==> src/hw/rs_config_pkg.sv <==
package rs_config_pkg;

	localparam int data_width = 64;     // Operand and result width
	localparam int tag_width = 5;       // Destination and source tags, 32 of them
	localparam int rob_index_width = 5; // Reorder buffer slot index

	// Pad bits above the tag field of a waiting operand
	localparam int ref_pad_width = data_width - tag_width;

	// Operand still waiting on a producer
	typedef struct packed {
		logic [ref_pad_width-1:0] pad; // Ignored while waiting
		logic [tag_width-1:0]     tag; // Producer tag to match on the CDB
	} operand_ref_t;

	// One operand word, read through the valid bit that travels beside it
	typedef union packed {
		logic [data_width-1:0] value;   // Valid bit set
		operand_ref_t          waiting; // Valid bit clear
	} operand_t;

endpackage

==> src/hw/alu_op_pkg.sv <==
package alu_op_pkg;

	localparam int alu_op_width = 3; // Eight operations

	// Integer operations of the single functional unit
	typedef enum logic [alu_op_width-1:0] {
		alu_add  = 3'd0, // a + b
		alu_sub  = 3'd1, // a - b
		alu_and  = 3'd2, // Bitwise and
		alu_or   = 3'd3, // Bitwise or
		alu_xor  = 3'd4, // Bitwise xor
		alu_sll  = 3'd5, // Logical left by b[5:0]
		alu_srl  = 3'd6, // Logical right by b[5:0]
		alu_sltu = 3'd7  // 1 when a < b unsigned, else 0
	} alu_op_t;

endpackage

==> src/hw/reservation_station.sv <==
`timescale 1ns/1ps

module reservation_station #(
	parameter int rs_size = 8
) (
	input  logic                                        clock,
	input  logic                                        reset,
	input  logic                                        flush,
	input  logic                                        dispatch_valid,
	input  logic [rs_config_pkg::tag_width-1:0]         dest_tag,
	input  logic [rs_config_pkg::rob_index_width-1:0]   rob_index,
	input  alu_op_pkg::alu_op_t                         op,
	input  rs_config_pkg::operand_t                     operand_a,
	input  logic                                        operand_a_valid,
	input  rs_config_pkg::operand_t                     operand_b,
	input  logic                                        operand_b_valid,
	input  logic                                        cdb_valid,
	input  logic [rs_config_pkg::tag_width-1:0]         cdb_tag,
	input  logic [rs_config_pkg::data_width-1:0]        cdb_value,
	input  logic                                        issue_allowed,
	output logic                                        rs_full,
	output logic                                        issue_valid,
	output alu_op_pkg::alu_op_t                         issue_op,
	output logic [rs_config_pkg::data_width-1:0]        issue_a,
	output logic [rs_config_pkg::data_width-1:0]        issue_b,
	output logic [rs_config_pkg::tag_width-1:0]         issue_tag,
	output logic [rs_config_pkg::rob_index_width-1:0]   issue_rob_index
);

	localparam int idx_width = $clog2(rs_size);

	logic [rs_size-1:0]                        occupied;  // Entry holds a live instruction
	logic [rs_size-1:0]                        opa_valid; // Operand A read as value
	logic [rs_size-1:0]                        opb_valid; // Operand B read as value
	rs_config_pkg::operand_t                   opa [rs_size];
	rs_config_pkg::operand_t                   opb [rs_size];
	logic [rs_config_pkg::tag_width-1:0]       dest [rs_size];
	logic [rs_config_pkg::rob_index_width-1:0] rob [rs_size];
	alu_op_pkg::alu_op_t                       op_q [rs_size];

	logic [rs_size-1:0]   ready;     // Occupied with both operands present
	logic [rs_size-1:0]   capture_a; // Waiting A matches the CDB
	logic [rs_size-1:0]   capture_b; // Waiting B matches the CDB
	logic [idx_width-1:0] free_idx;  // Lowest free entry
	logic [idx_width-1:0] issue_idx; // Lowest ready entry
	logic                 dispatch_write;
	logic                 bypass_a;  // Producer on the CDB during dispatch
	logic                 bypass_b;
	rs_config_pkg::operand_t dispatch_a; // Operand after bypass
	rs_config_pkg::operand_t dispatch_b;
	logic                 tag_clash; // Two live entries with one dest tag

	assign rs_full = &occupied;
	assign dispatch_write = dispatch_valid && !rs_full;
	assign ready = occupied & opa_valid & opb_valid;
	assign issue_valid = |ready && issue_allowed;

	// Same-cycle bypass reads the incoming word as a tag
	assign bypass_a = cdb_valid && !operand_a_valid && operand_a.waiting.tag == cdb_tag;
	assign bypass_b = cdb_valid && !operand_b_valid && operand_b.waiting.tag == cdb_tag;

	always_comb
	begin
		dispatch_a = operand_a;
		dispatch_b = operand_b;
		if (bypass_a)
			dispatch_a.value = cdb_value; // Now a value
		if (bypass_b)
			dispatch_b.value = cdb_value;
	end

	// Wake-up compare per entry
	always_comb
	begin
		for (int i = 0; i < rs_size; i++)
		begin
			capture_a[i] = cdb_valid && occupied[i] && !opa_valid[i]
				&& opa[i].waiting.tag == cdb_tag;
			capture_b[i] = cdb_valid && occupied[i] && !opb_valid[i]
				&& opb[i].waiting.tag == cdb_tag;
		end
	end

	// Downward priority searches leave the lowest index
	always_comb
	begin
		free_idx = '0;
		issue_idx = '0;
		for (int i = rs_size - 1; i >= 0; i--)
		begin
			if (!occupied[i])
				free_idx = idx_width'(i);
			if (ready[i])
				issue_idx = idx_width'(i);
		end
	end

	assign issue_op = op_q[issue_idx];
	assign issue_a = opa[issue_idx].value;
	assign issue_b = opb[issue_idx].value;
	assign issue_tag = dest[issue_idx];
	assign issue_rob_index = rob[issue_idx];

	// Occupancy with the issued entry freed at the issue edge
	always_ff @(posedge clock)
	begin
		if (reset || flush)
			occupied <= '0;
		else
		begin
			for (int i = 0; i < rs_size; i++)
			begin
				if (dispatch_write && free_idx == idx_width'(i))
					occupied[i] <= 1'b1;
				else if (issue_valid && issue_idx == idx_width'(i))
					occupied[i] <= 1'b0;
			end
		end
	end

	// Entry payload and operand capture
	always_ff @(posedge clock)
	begin
		for (int i = 0; i < rs_size; i++)
		begin
			if (dispatch_write && free_idx == idx_width'(i))
			begin
				opa[i] <= dispatch_a;
				opb[i] <= dispatch_b;
				opa_valid[i] <= operand_a_valid || bypass_a;
				opb_valid[i] <= operand_b_valid || bypass_b;
				dest[i] <= dest_tag;
				rob[i] <= rob_index;
				op_q[i] <= op;
			end
			else
			begin
				if (capture_a[i])
				begin
					opa[i].value <= cdb_value; // Tag field overwritten
					opa_valid[i] <= 1'b1;
				end
				if (capture_b[i])
				begin
					opb[i].value <= cdb_value;
					opb_valid[i] <= 1'b1;
				end
			end
		end
	end

	always_comb
	begin
		tag_clash = 1'b0;
		for (int i = 0; i < rs_size; i++)
			for (int j = i + 1; j < rs_size; j++)
				if (occupied[i] && occupied[j] && dest[i] == dest[j])
					tag_clash = 1'b1;
	end

	// Rename stage honours the full level
	a_no_dispatch_full: assert property (@(posedge clock) disable iff (reset)
		dispatch_valid |-> !rs_full)
		else $error("dispatch while station full");

	// Issued entry carries known operands and is gone one cycle later
	a_issue_ready: assert property (@(posedge clock) disable iff (reset)
		issue_valid |-> !$isunknown({issue_a, issue_b, issue_tag})
			##1 !occupied[$past(issue_idx)])
		else $error("issue with unknown operands or entry not freed");

	// A tag names one in-flight result
	a_unique_dest: assert property (@(posedge clock) disable iff (reset)
		!tag_clash)
		else $error("two live entries share a destination tag");

endmodule

==> src/hw/exec_alu.sv <==
`timescale 1ns/1ps

module exec_alu (
	input  logic                                        clock,
	input  logic                                        reset,
	input  logic                                        flush,
	input  logic                                        issue_valid,
	input  alu_op_pkg::alu_op_t                         issue_op,
	input  logic [rs_config_pkg::data_width-1:0]        issue_a,
	input  logic [rs_config_pkg::data_width-1:0]        issue_b,
	input  logic [rs_config_pkg::tag_width-1:0]         issue_tag,
	input  logic [rs_config_pkg::rob_index_width-1:0]   issue_rob_index,
	output logic                                        alu_valid,
	output logic [rs_config_pkg::tag_width-1:0]         alu_tag,
	output logic [rs_config_pkg::rob_index_width-1:0]   alu_rob_index,
	output logic [rs_config_pkg::data_width-1:0]        alu_value
);

	localparam int shamt_width = $clog2(rs_config_pkg::data_width); // 6 for 64 bits

	logic                                      s1_valid;
	alu_op_pkg::alu_op_t                       s1_op;
	logic [rs_config_pkg::data_width-1:0]      s1_a;
	logic [rs_config_pkg::data_width-1:0]      s1_b;
	logic [shamt_width-1:0]                    s1_shamt; // Low bits of b
	logic                                      s1_ltu;   // Unsigned a < b
	logic [rs_config_pkg::tag_width-1:0]       s1_tag;
	logic [rs_config_pkg::rob_index_width-1:0] s1_rob;
	logic [rs_config_pkg::data_width-1:0]      result;   // Stage two select

	// Stage one
	always_ff @(posedge clock)
	begin
		if (reset || flush)
			s1_valid <= 1'b0;
		else
			s1_valid <= issue_valid;
	end

	always_ff @(posedge clock)
	begin
		s1_op <= issue_op;
		s1_a <= issue_a;
		s1_b <= issue_b;
		s1_shamt <= issue_b[shamt_width-1:0];
		s1_ltu <= issue_a < issue_b; // Compare ahead of the select
		s1_tag <= issue_tag;
		s1_rob <= issue_rob_index;
	end

	always_comb
	begin
		case (s1_op)
			alu_op_pkg::alu_add:  result = s1_a + s1_b;
			alu_op_pkg::alu_sub:  result = s1_a - s1_b;
			alu_op_pkg::alu_and:  result = s1_a & s1_b;
			alu_op_pkg::alu_or:   result = s1_a | s1_b;
			alu_op_pkg::alu_xor:  result = s1_a ^ s1_b;
			alu_op_pkg::alu_sll:  result = s1_a << s1_shamt;
			alu_op_pkg::alu_srl:  result = s1_a >> s1_shamt;
			alu_op_pkg::alu_sltu: result = rs_config_pkg::data_width'(s1_ltu);
			default:              result = '0;
		endcase
	end

	// Stage two
	always_ff @(posedge clock)
	begin
		if (reset || flush)
			alu_valid <= 1'b0;
		else
			alu_valid <= s1_valid;
	end

	always_ff @(posedge clock)
	begin
		alu_value <= result;
		alu_tag <= s1_tag; // Tag rides with the result
		alu_rob_index <= s1_rob;
	end

endmodule

==> src/hw/cdb_arbiter.sv <==
`timescale 1ns/1ps

module cdb_arbiter #(
	parameter int result_queue_depth = 4
) (
	input  logic                                        clock,
	input  logic                                        reset,
	input  logic                                        flush,
	input  logic                                        issue_valid,
	input  logic                                        alu_valid,
	input  logic [rs_config_pkg::tag_width-1:0]         alu_tag,
	input  logic [rs_config_pkg::rob_index_width-1:0]   alu_rob_index,
	input  logic [rs_config_pkg::data_width-1:0]        alu_value,
	input  logic                                        ext_wb_valid,
	input  logic [rs_config_pkg::tag_width-1:0]         ext_wb_tag,
	input  logic [rs_config_pkg::rob_index_width-1:0]   ext_wb_rob_index,
	input  logic [rs_config_pkg::data_width-1:0]        ext_wb_value,
	output logic                                        issue_allowed,
	output logic                                        cdb_valid,
	output logic [rs_config_pkg::tag_width-1:0]         cdb_tag,
	output logic [rs_config_pkg::rob_index_width-1:0]   cdb_rob_index,
	output logic [rs_config_pkg::data_width-1:0]        cdb_value
);

	localparam int ptr_width = $clog2(result_queue_depth);
	localparam int count_width = $clog2(result_queue_depth + 1);

	logic [rs_config_pkg::tag_width-1:0]       q_tag [result_queue_depth];
	logic [rs_config_pkg::rob_index_width-1:0] q_rob [result_queue_depth];
	logic [rs_config_pkg::data_width-1:0]      q_value [result_queue_depth];
	logic [ptr_width-1:0]   head;
	logic [ptr_width-1:0]   tail;
	logic [count_width-1:0] q_count; // Results waiting
	logic [count_width-1:0] credit;  // ALU ops issued, not yet on the CDB
	logic push;       // ALU result parks in the queue
	logic pop;        // Queue head goes to the CDB
	logic alu_direct; // Empty queue, ALU result goes straight out
	logic alu_sent;   // Some ALU result leaves this cycle

	// Circular advance, depth need not be a power of two
	function automatic logic [ptr_width-1:0] next_ptr(input logic [ptr_width-1:0] ptr);
		return (ptr == ptr_width'(result_queue_depth - 1)) ? '0 : ptr + 1'b1;
	endfunction

	assign pop = !ext_wb_valid && q_count != '0;
	assign alu_direct = !ext_wb_valid && q_count == '0 && alu_valid;
	assign push = alu_valid && !alu_direct;
	assign alu_sent = pop || alu_direct;
	assign issue_allowed = credit < count_width'(result_queue_depth);

	always_ff @(posedge clock)
	begin
		if (reset || flush)
		begin
			head <= '0;
			tail <= '0;
			q_count <= '0;
			credit <= '0;
			cdb_valid <= 1'b0;
		end
		else
		begin
			if (push)
				tail <= next_ptr(tail);
			if (pop)
				head <= next_ptr(head);
			if (push && !pop)
				q_count <= q_count + 1'b1;
			else if (pop && !push)
				q_count <= q_count - 1'b1;
			if (issue_valid && !alu_sent)
				credit <= credit + 1'b1;
			else if (alu_sent && !issue_valid)
				credit <= credit - 1'b1;
			cdb_valid <= ext_wb_valid || alu_sent; // Outside writeback never waits
		end
	end

	// Queue slots and CDB payload
	always_ff @(posedge clock)
	begin
		if (push)
		begin
			q_tag[tail] <= alu_tag;
			q_rob[tail] <= alu_rob_index;
			q_value[tail] <= alu_value;
		end
		if (ext_wb_valid)
		begin
			cdb_tag <= ext_wb_tag;
			cdb_rob_index <= ext_wb_rob_index;
			cdb_value <= ext_wb_value;
		end
		else if (pop)
		begin
			cdb_tag <= q_tag[head]; // Oldest waiting result first
			cdb_rob_index <= q_rob[head];
			cdb_value <= q_value[head];
		end
		else
		begin
			cdb_tag <= alu_tag;
			cdb_rob_index <= alu_rob_index;
			cdb_value <= alu_value;
		end
	end

	// Station credit keeps the queue from overflowing
	a_no_push_full: assert property (@(posedge clock) disable iff (reset)
		push |-> q_count < count_width'(result_queue_depth))
		else $error("ALU result pushed into full queue");

	a_credit_bound: assert property (@(posedge clock) disable iff (reset)
		credit <= count_width'(result_queue_depth))
		else $error("issue credit above queue depth");

endmodule

==> src/hw/tomasulo_slice.sv <==
`timescale 1ns/1ps

module tomasulo_slice #(
	parameter int rs_size = 8,
	parameter int result_queue_depth = 4
) (
	input  logic                                        clock,
	input  logic                                        reset,
	input  logic                                        flush,
	input  logic                                        dispatch_valid,
	input  logic [rs_config_pkg::tag_width-1:0]         dest_tag,
	input  logic [rs_config_pkg::rob_index_width-1:0]   rob_index,
	input  alu_op_pkg::alu_op_t                         op,
	input  rs_config_pkg::operand_t                     operand_a,
	input  logic                                        operand_a_valid,
	input  rs_config_pkg::operand_t                     operand_b,
	input  logic                                        operand_b_valid,
	input  logic                                        ext_wb_valid,
	input  logic [rs_config_pkg::tag_width-1:0]         ext_wb_tag,
	input  logic [rs_config_pkg::rob_index_width-1:0]   ext_wb_rob_index,
	input  logic [rs_config_pkg::data_width-1:0]        ext_wb_value,
	output logic                                        rs_full,
	output logic                                        cdb_valid,
	output logic [rs_config_pkg::tag_width-1:0]         cdb_tag,
	output logic [rs_config_pkg::rob_index_width-1:0]   cdb_rob_index,
	output logic [rs_config_pkg::data_width-1:0]        cdb_value
);

	logic                                      issue_allowed; // Credit left
	logic                                      issue_valid;
	alu_op_pkg::alu_op_t                       issue_op;
	logic [rs_config_pkg::data_width-1:0]      issue_a;
	logic [rs_config_pkg::data_width-1:0]      issue_b;
	logic [rs_config_pkg::tag_width-1:0]       issue_tag;
	logic [rs_config_pkg::rob_index_width-1:0] issue_rob_index;
	logic                                      alu_valid;
	logic [rs_config_pkg::tag_width-1:0]       alu_tag;
	logic [rs_config_pkg::rob_index_width-1:0] alu_rob_index;
	logic [rs_config_pkg::data_width-1:0]      alu_value;

	reservation_station #(
		.rs_size(rs_size)
	) u_reservation_station (
		.clock, .reset, .flush,
		.dispatch_valid, .dest_tag, .rob_index, .op,
		.operand_a, .operand_a_valid, .operand_b, .operand_b_valid,
		.cdb_valid, .cdb_tag, .cdb_value, // Wake-up from the registered CDB
		.issue_allowed, .rs_full,
		.issue_valid, .issue_op, .issue_a, .issue_b, .issue_tag, .issue_rob_index
	);

	exec_alu u_exec_alu (
		.clock, .reset, .flush,
		.issue_valid, .issue_op, .issue_a, .issue_b, .issue_tag, .issue_rob_index,
		.alu_valid, .alu_tag, .alu_rob_index, .alu_value
	);

	cdb_arbiter #(
		.result_queue_depth(result_queue_depth)
	) u_cdb_arbiter (
		.clock, .reset, .flush,
		.issue_valid, // Credit taken per issue
		.alu_valid, .alu_tag, .alu_rob_index, .alu_value,
		.ext_wb_valid, .ext_wb_tag, .ext_wb_rob_index, .ext_wb_value,
		.issue_allowed,
		.cdb_valid, .cdb_tag, .cdb_rob_index, .cdb_value
	);

endmodule

==> config.mk <==
export PLATFORM = sky130hd
export DESIGN_NAME = tomasulo_slice
export DESIGN_NICKNAME = d
export VERILOG_FILES = /design/src/hw/rs_config_pkg.sv /design/src/hw/alu_op_pkg.sv /design/src/hw/reservation_station.sv /design/src/hw/exec_alu.sv /design/src/hw/cdb_arbiter.sv /design/src/hw/tomasulo_slice.sv
export SDC_FILE = /design/constraint.sdc
export NUM_CORES = 2
export LEC_CHECK = 0
export ABC_AREA = 0
export BUFFER_PORTS_ARGS = -buffer_cell sky130_fd_sc_hd__buf_4
export CAP_MARGIN = 20
export CORE_AREA = 2 2 519 418
export DETAILED_ROUTE_END_ITERATION = 16
export DIE_AREA = 0 0 521 420
export HOLD_SLACK_MARGIN = 0.06
export SETUP_SLACK_MARGIN = 0.02
export SLEW_MARGIN = 20
export SYNTH_ARGS = -nofsm -noshare
export SYNTH_HDL_FRONTEND = slang
export SYNTH_SLANG_ARGS = --single-unit
export TNS_END_PERCENT = 20
==> constraint.sdc <==
create_clock -name clock -period 11.8 [get_ports clock]
set_input_delay 1.18 -clock clock [delete_from_list [all_inputs] [get_ports clock]]
set_output_delay 1.18 -clock clock [all_outputs]
set_load 0.03 [all_outputs]
==> results.sh <==
export IMPL_rows=152
export IMPL_fill_cells=18975
export IMPL_synth_area_leaders="edfxtp_1, mux2_2, dfxtp_1, nand2_1, mux4_2"
export IMPL_drive_above_1_share_pct=24.5
export IMPL_ys_seq_area_share_pct=51.7
export IMPL_drtIter0Drc=11324
export IMPL_final_setup_tns_ns=0
export IMPL_clkSinkCount=1753
export IMPL_via_count=72843
export IMPL_die_area_um2=219000
export IMPL_cts_buffers=181
export IMPL_syn2layout_area_growth_pct=11.7
export IMPL_synth_top_area_share_pct=45.2
export IMPL_synth_fp_nets=9033
export IMPL_antenna_found_initial=78
export IMPL_final_common_cell="nand2_1"
export IMPL_async_flop_share_pct=0
export IMPL_end_kind="register"
export IMPL_die_w_um=521
export IMPL_cts_hold_buf=0
export IMPL_tightestPinTransition_ns=1.30
export IMPL_cts_tree="built"
export IMPL_ys_ff_latch=1753
export IMPL_fin_nets=9066
export IMPL_clockRootBuffer="clkbuf_16"
export IMPL_cts_htree_levels=4
export IMPL_io_buffers=297
export IMPL_drcViolationCount=0
export IMPL_status="finished, final reports clean"
export IMPL_p_per_area_nw_per_um2=145
export IMPL_slew_violations=0
export IMPL_grt_max_degree=163
export IMPL_fin_skew_ns=0.0554
export IMPL_crit_type="reg -> reg"
export IMPL_cts_resized_gates=0
export IMPL_grt_overflow=0
export IMPL_final_antenna_net_count=0
export IMPL_postSynthAreaPerCell_um2=11.2
export IMPL_fin_crit_ns=6.58
export IMPL_syn_cell_area_um2=95700
export IMPL_place_gp_congestion=1.05
export IMPL_cp_slowest_stage_delay_ns=0.88
export IMPL_wire_per_inst_um=31.5
export IMPL_post_cts_buffers=0
export IMPL_setup_violations=0
export IMPL_rsz0062_at_grt="no"
export IMPL_ys_warn_count=0
export IMPL_path_clk_slew_ns=0.07
export IMPL_core_area_um2=214000
export IMPL_vdd_drop_max_v=0.000174
export IMPL_arrival_ns=7.35
export IMPL_crit_fanout=74
export IMPL_netlist_instances=8546
export IMPL_dr_pass1_iters=8
export IMPL_synthDistinctLibCells=92
export IMPL_grt_first_pass_wirelength_um=513000
export IMPL_track_usage_pct=32.6
export IMPL_min_path_type="reg -> reg"
export IMPL_crit_path_top_delay_cell="and2_4"
export IMPL_instances_no_fill=11615
export IMPL_start_util_pct=44.8
export IMPL_cp_top_family="compound AO/OA/AOI/OAI gates"
export IMPL_slew_headroom_pct=12.5
export IMPL_synth_top_cell_by_area="edfxtp_1"
export IMPL_cp_data_required_time_ns=12.58
export IMPL_io_pins=298
export IMPL_fmax_mhz=152
export IMPL_grt_pass1_vias=67660
export IMPL_synth_ff_type="edfxtp_1"
export IMPL_final_cell_mix="nand2_1, edfxtp_1, mux2_2, nand3_1, buf_4"
export IMPL_insertion_delay_ns=0.87
export IMPL_dp_cells=11245
export IMPL_critical_path_buf_inv_count=3
export IMPL_cts_buffer_depth=3
export IMPL_hold_viol=0
export IMPL_vias_per_cell=6.27
export IMPL_routed_wl_um=365000
export IMPL_total_leakage_power_nw=38.8
export IMPL_period_share_pct=55.7
export IMPL_synth_edf_count=1440
export IMPL_path_common_cell="a21o_1"
export IMPL_worstPathCellList="nand3_1, nand2_1, inv_1, o21ai_0, and2_4, buf_4, buf_4, nand2_1, nand3_1, nand2_1, o21a_1, ha_1, a21o_1, a21o_1, a21o_1, a21o_1, a21o_1, a21o_1, a21oi_1, nor2_1, nor4_1"
export IMPL_critPathLaunchType="register"
export IMPL_post_dp_hpwl_um=246000
export IMPL_drv_cap=0
export IMPL_fp_dieH_um=420
## Yosys cell counts (all sizes together) (61+ instances only)
cell / number
inv: 165
buf: 215
nand3: 726
mux2i: 178
clkbuf: 429
dfxtp: 313
edfxtp: 1440
o21ai: 354
mux2: 1056
xnor2: 162
ha: 262
a21oi: 297
o21a: 74
nor2: 411
nand2: 1592
mux4: 203
nand4: 61
## layout make-up
class	count	area, um2	area share [%]
tap	2849	3560	3.33
antenna	33	82.6	0.0772
multi-input combinational	5981	43300	40.4
timing repair buffer	494	3770	3.53
clock buffer	242	5100	4.77
sequential	1753	49600	46.3
inverter	168	634	0.593
clock inverter	95	977	0.914
## report_power, final
part | switching [mW] | total, mW | leakage, nW | internal, mW
Clock | 2.58 | 5.91 | 3.00 | 3.33
Combinational | 1.49 | 2.33 | 20.1 | 0.838
Sequential | 0.403 | 7.30 | 15.7 | 6.90
## worst reg2reg max path: cells and delay by family, from the launching register on
family	cells	cell delay, ns
AOI/OAI and AO/OA	9	1.98
buffers and inverters	3	1.85
DFF	1	0.41
and+or+nand+nor	8	1.96
adders and majority gates	1	0.29
## sequential cells by signal, indices dropped and copies added (netlist names), 8 cells and up, named ones only
signal,count
u_reservation_station.opb_valid,8
u_reservation_station.opa_valid,8
u_reservation_station.rob,40
u_cdb_arbiter.q_rob,20
u_reservation_station.occupied,8
u_cdb_arbiter.q_tag,20
u_reservation_station.dest,40
u_exec_alu.alu_value,64
u_exec_alu.s1_b,64
u_cdb_arbiter.q_value,256
u_cdb_arbiter.cdb_value,64
u_reservation_station.op_q,24
u_reservation_station.opa,512
u_exec_alu.s1_a,64
u_reservation_station.opb,512
## per-layer routing
metal / vias up / wire length [um] / GRT usage [%]
li1: 31421 / - / -
met4: 46 / 11800 / 10.3
met3: 662 / 44700 / 9.39
met2: 4162 / 154000 / 46.3
met5: - / 286 / 0
met1: 36552 / 155000 / 47.7
## per-stage QoR
step	hold slack, ns	setup WS (ns)	cell area [um2]	utilization, %	power (mW)
final	0.326	5.22	107000	50.1	15.5
after global routing	0.333	4.85	107000	50.0	16.0
after CTS	0.326	5.34	107000	50.0	15.5
after detailed placement	0.312	5.38	101000	47.2	9.65
after global placement	0.310	5.48	101000	47.2	9.63
after floorplan	0.310	5.38	95700	-	8.54
## path summary, 6_finish.rpt
path / startpoint / endpoint / cells past startpoint / slack [ns]
worst min-delay path: u_exec_alu.s1_rob[1] / u_exec_alu.alu_rob_index[1] / 0 / 0.33
worst max register to register: u_reservation_station.opb_valid[7] / u_exec_alu.s1_ltu / 21 / 5.22
worst max-delay path: u_reservation_station.opb_valid[7] / u_exec_alu.s1_ltu / 21 / 5.22
worst min register to register: u_exec_alu.s1_rob[1] / u_exec_alu.alu_rob_index[1] / 0 / 0.33
## cell families (layout without fill, tap and decap cells)
group / count (synthesis) / after routing / share of synthesized area (%)
and+or+nand+nor: 2974 / 2974 / 13.3
DFF: 1753 / 1753 / 51.7
muxes: 1437 / 1437 / 19.1
AOI/OAI and AO/OA: 1100 / 1100 / 7.08
buffers and inverters: 812 / 999 / 3.46
adders and majority gates: 265 / 265 / 3.49
xor gates and xnor gates: 205 / 205 / 1.88
other: 0 / 33 / 0
No activity file was read; power rests on OpenSTA's default activity.
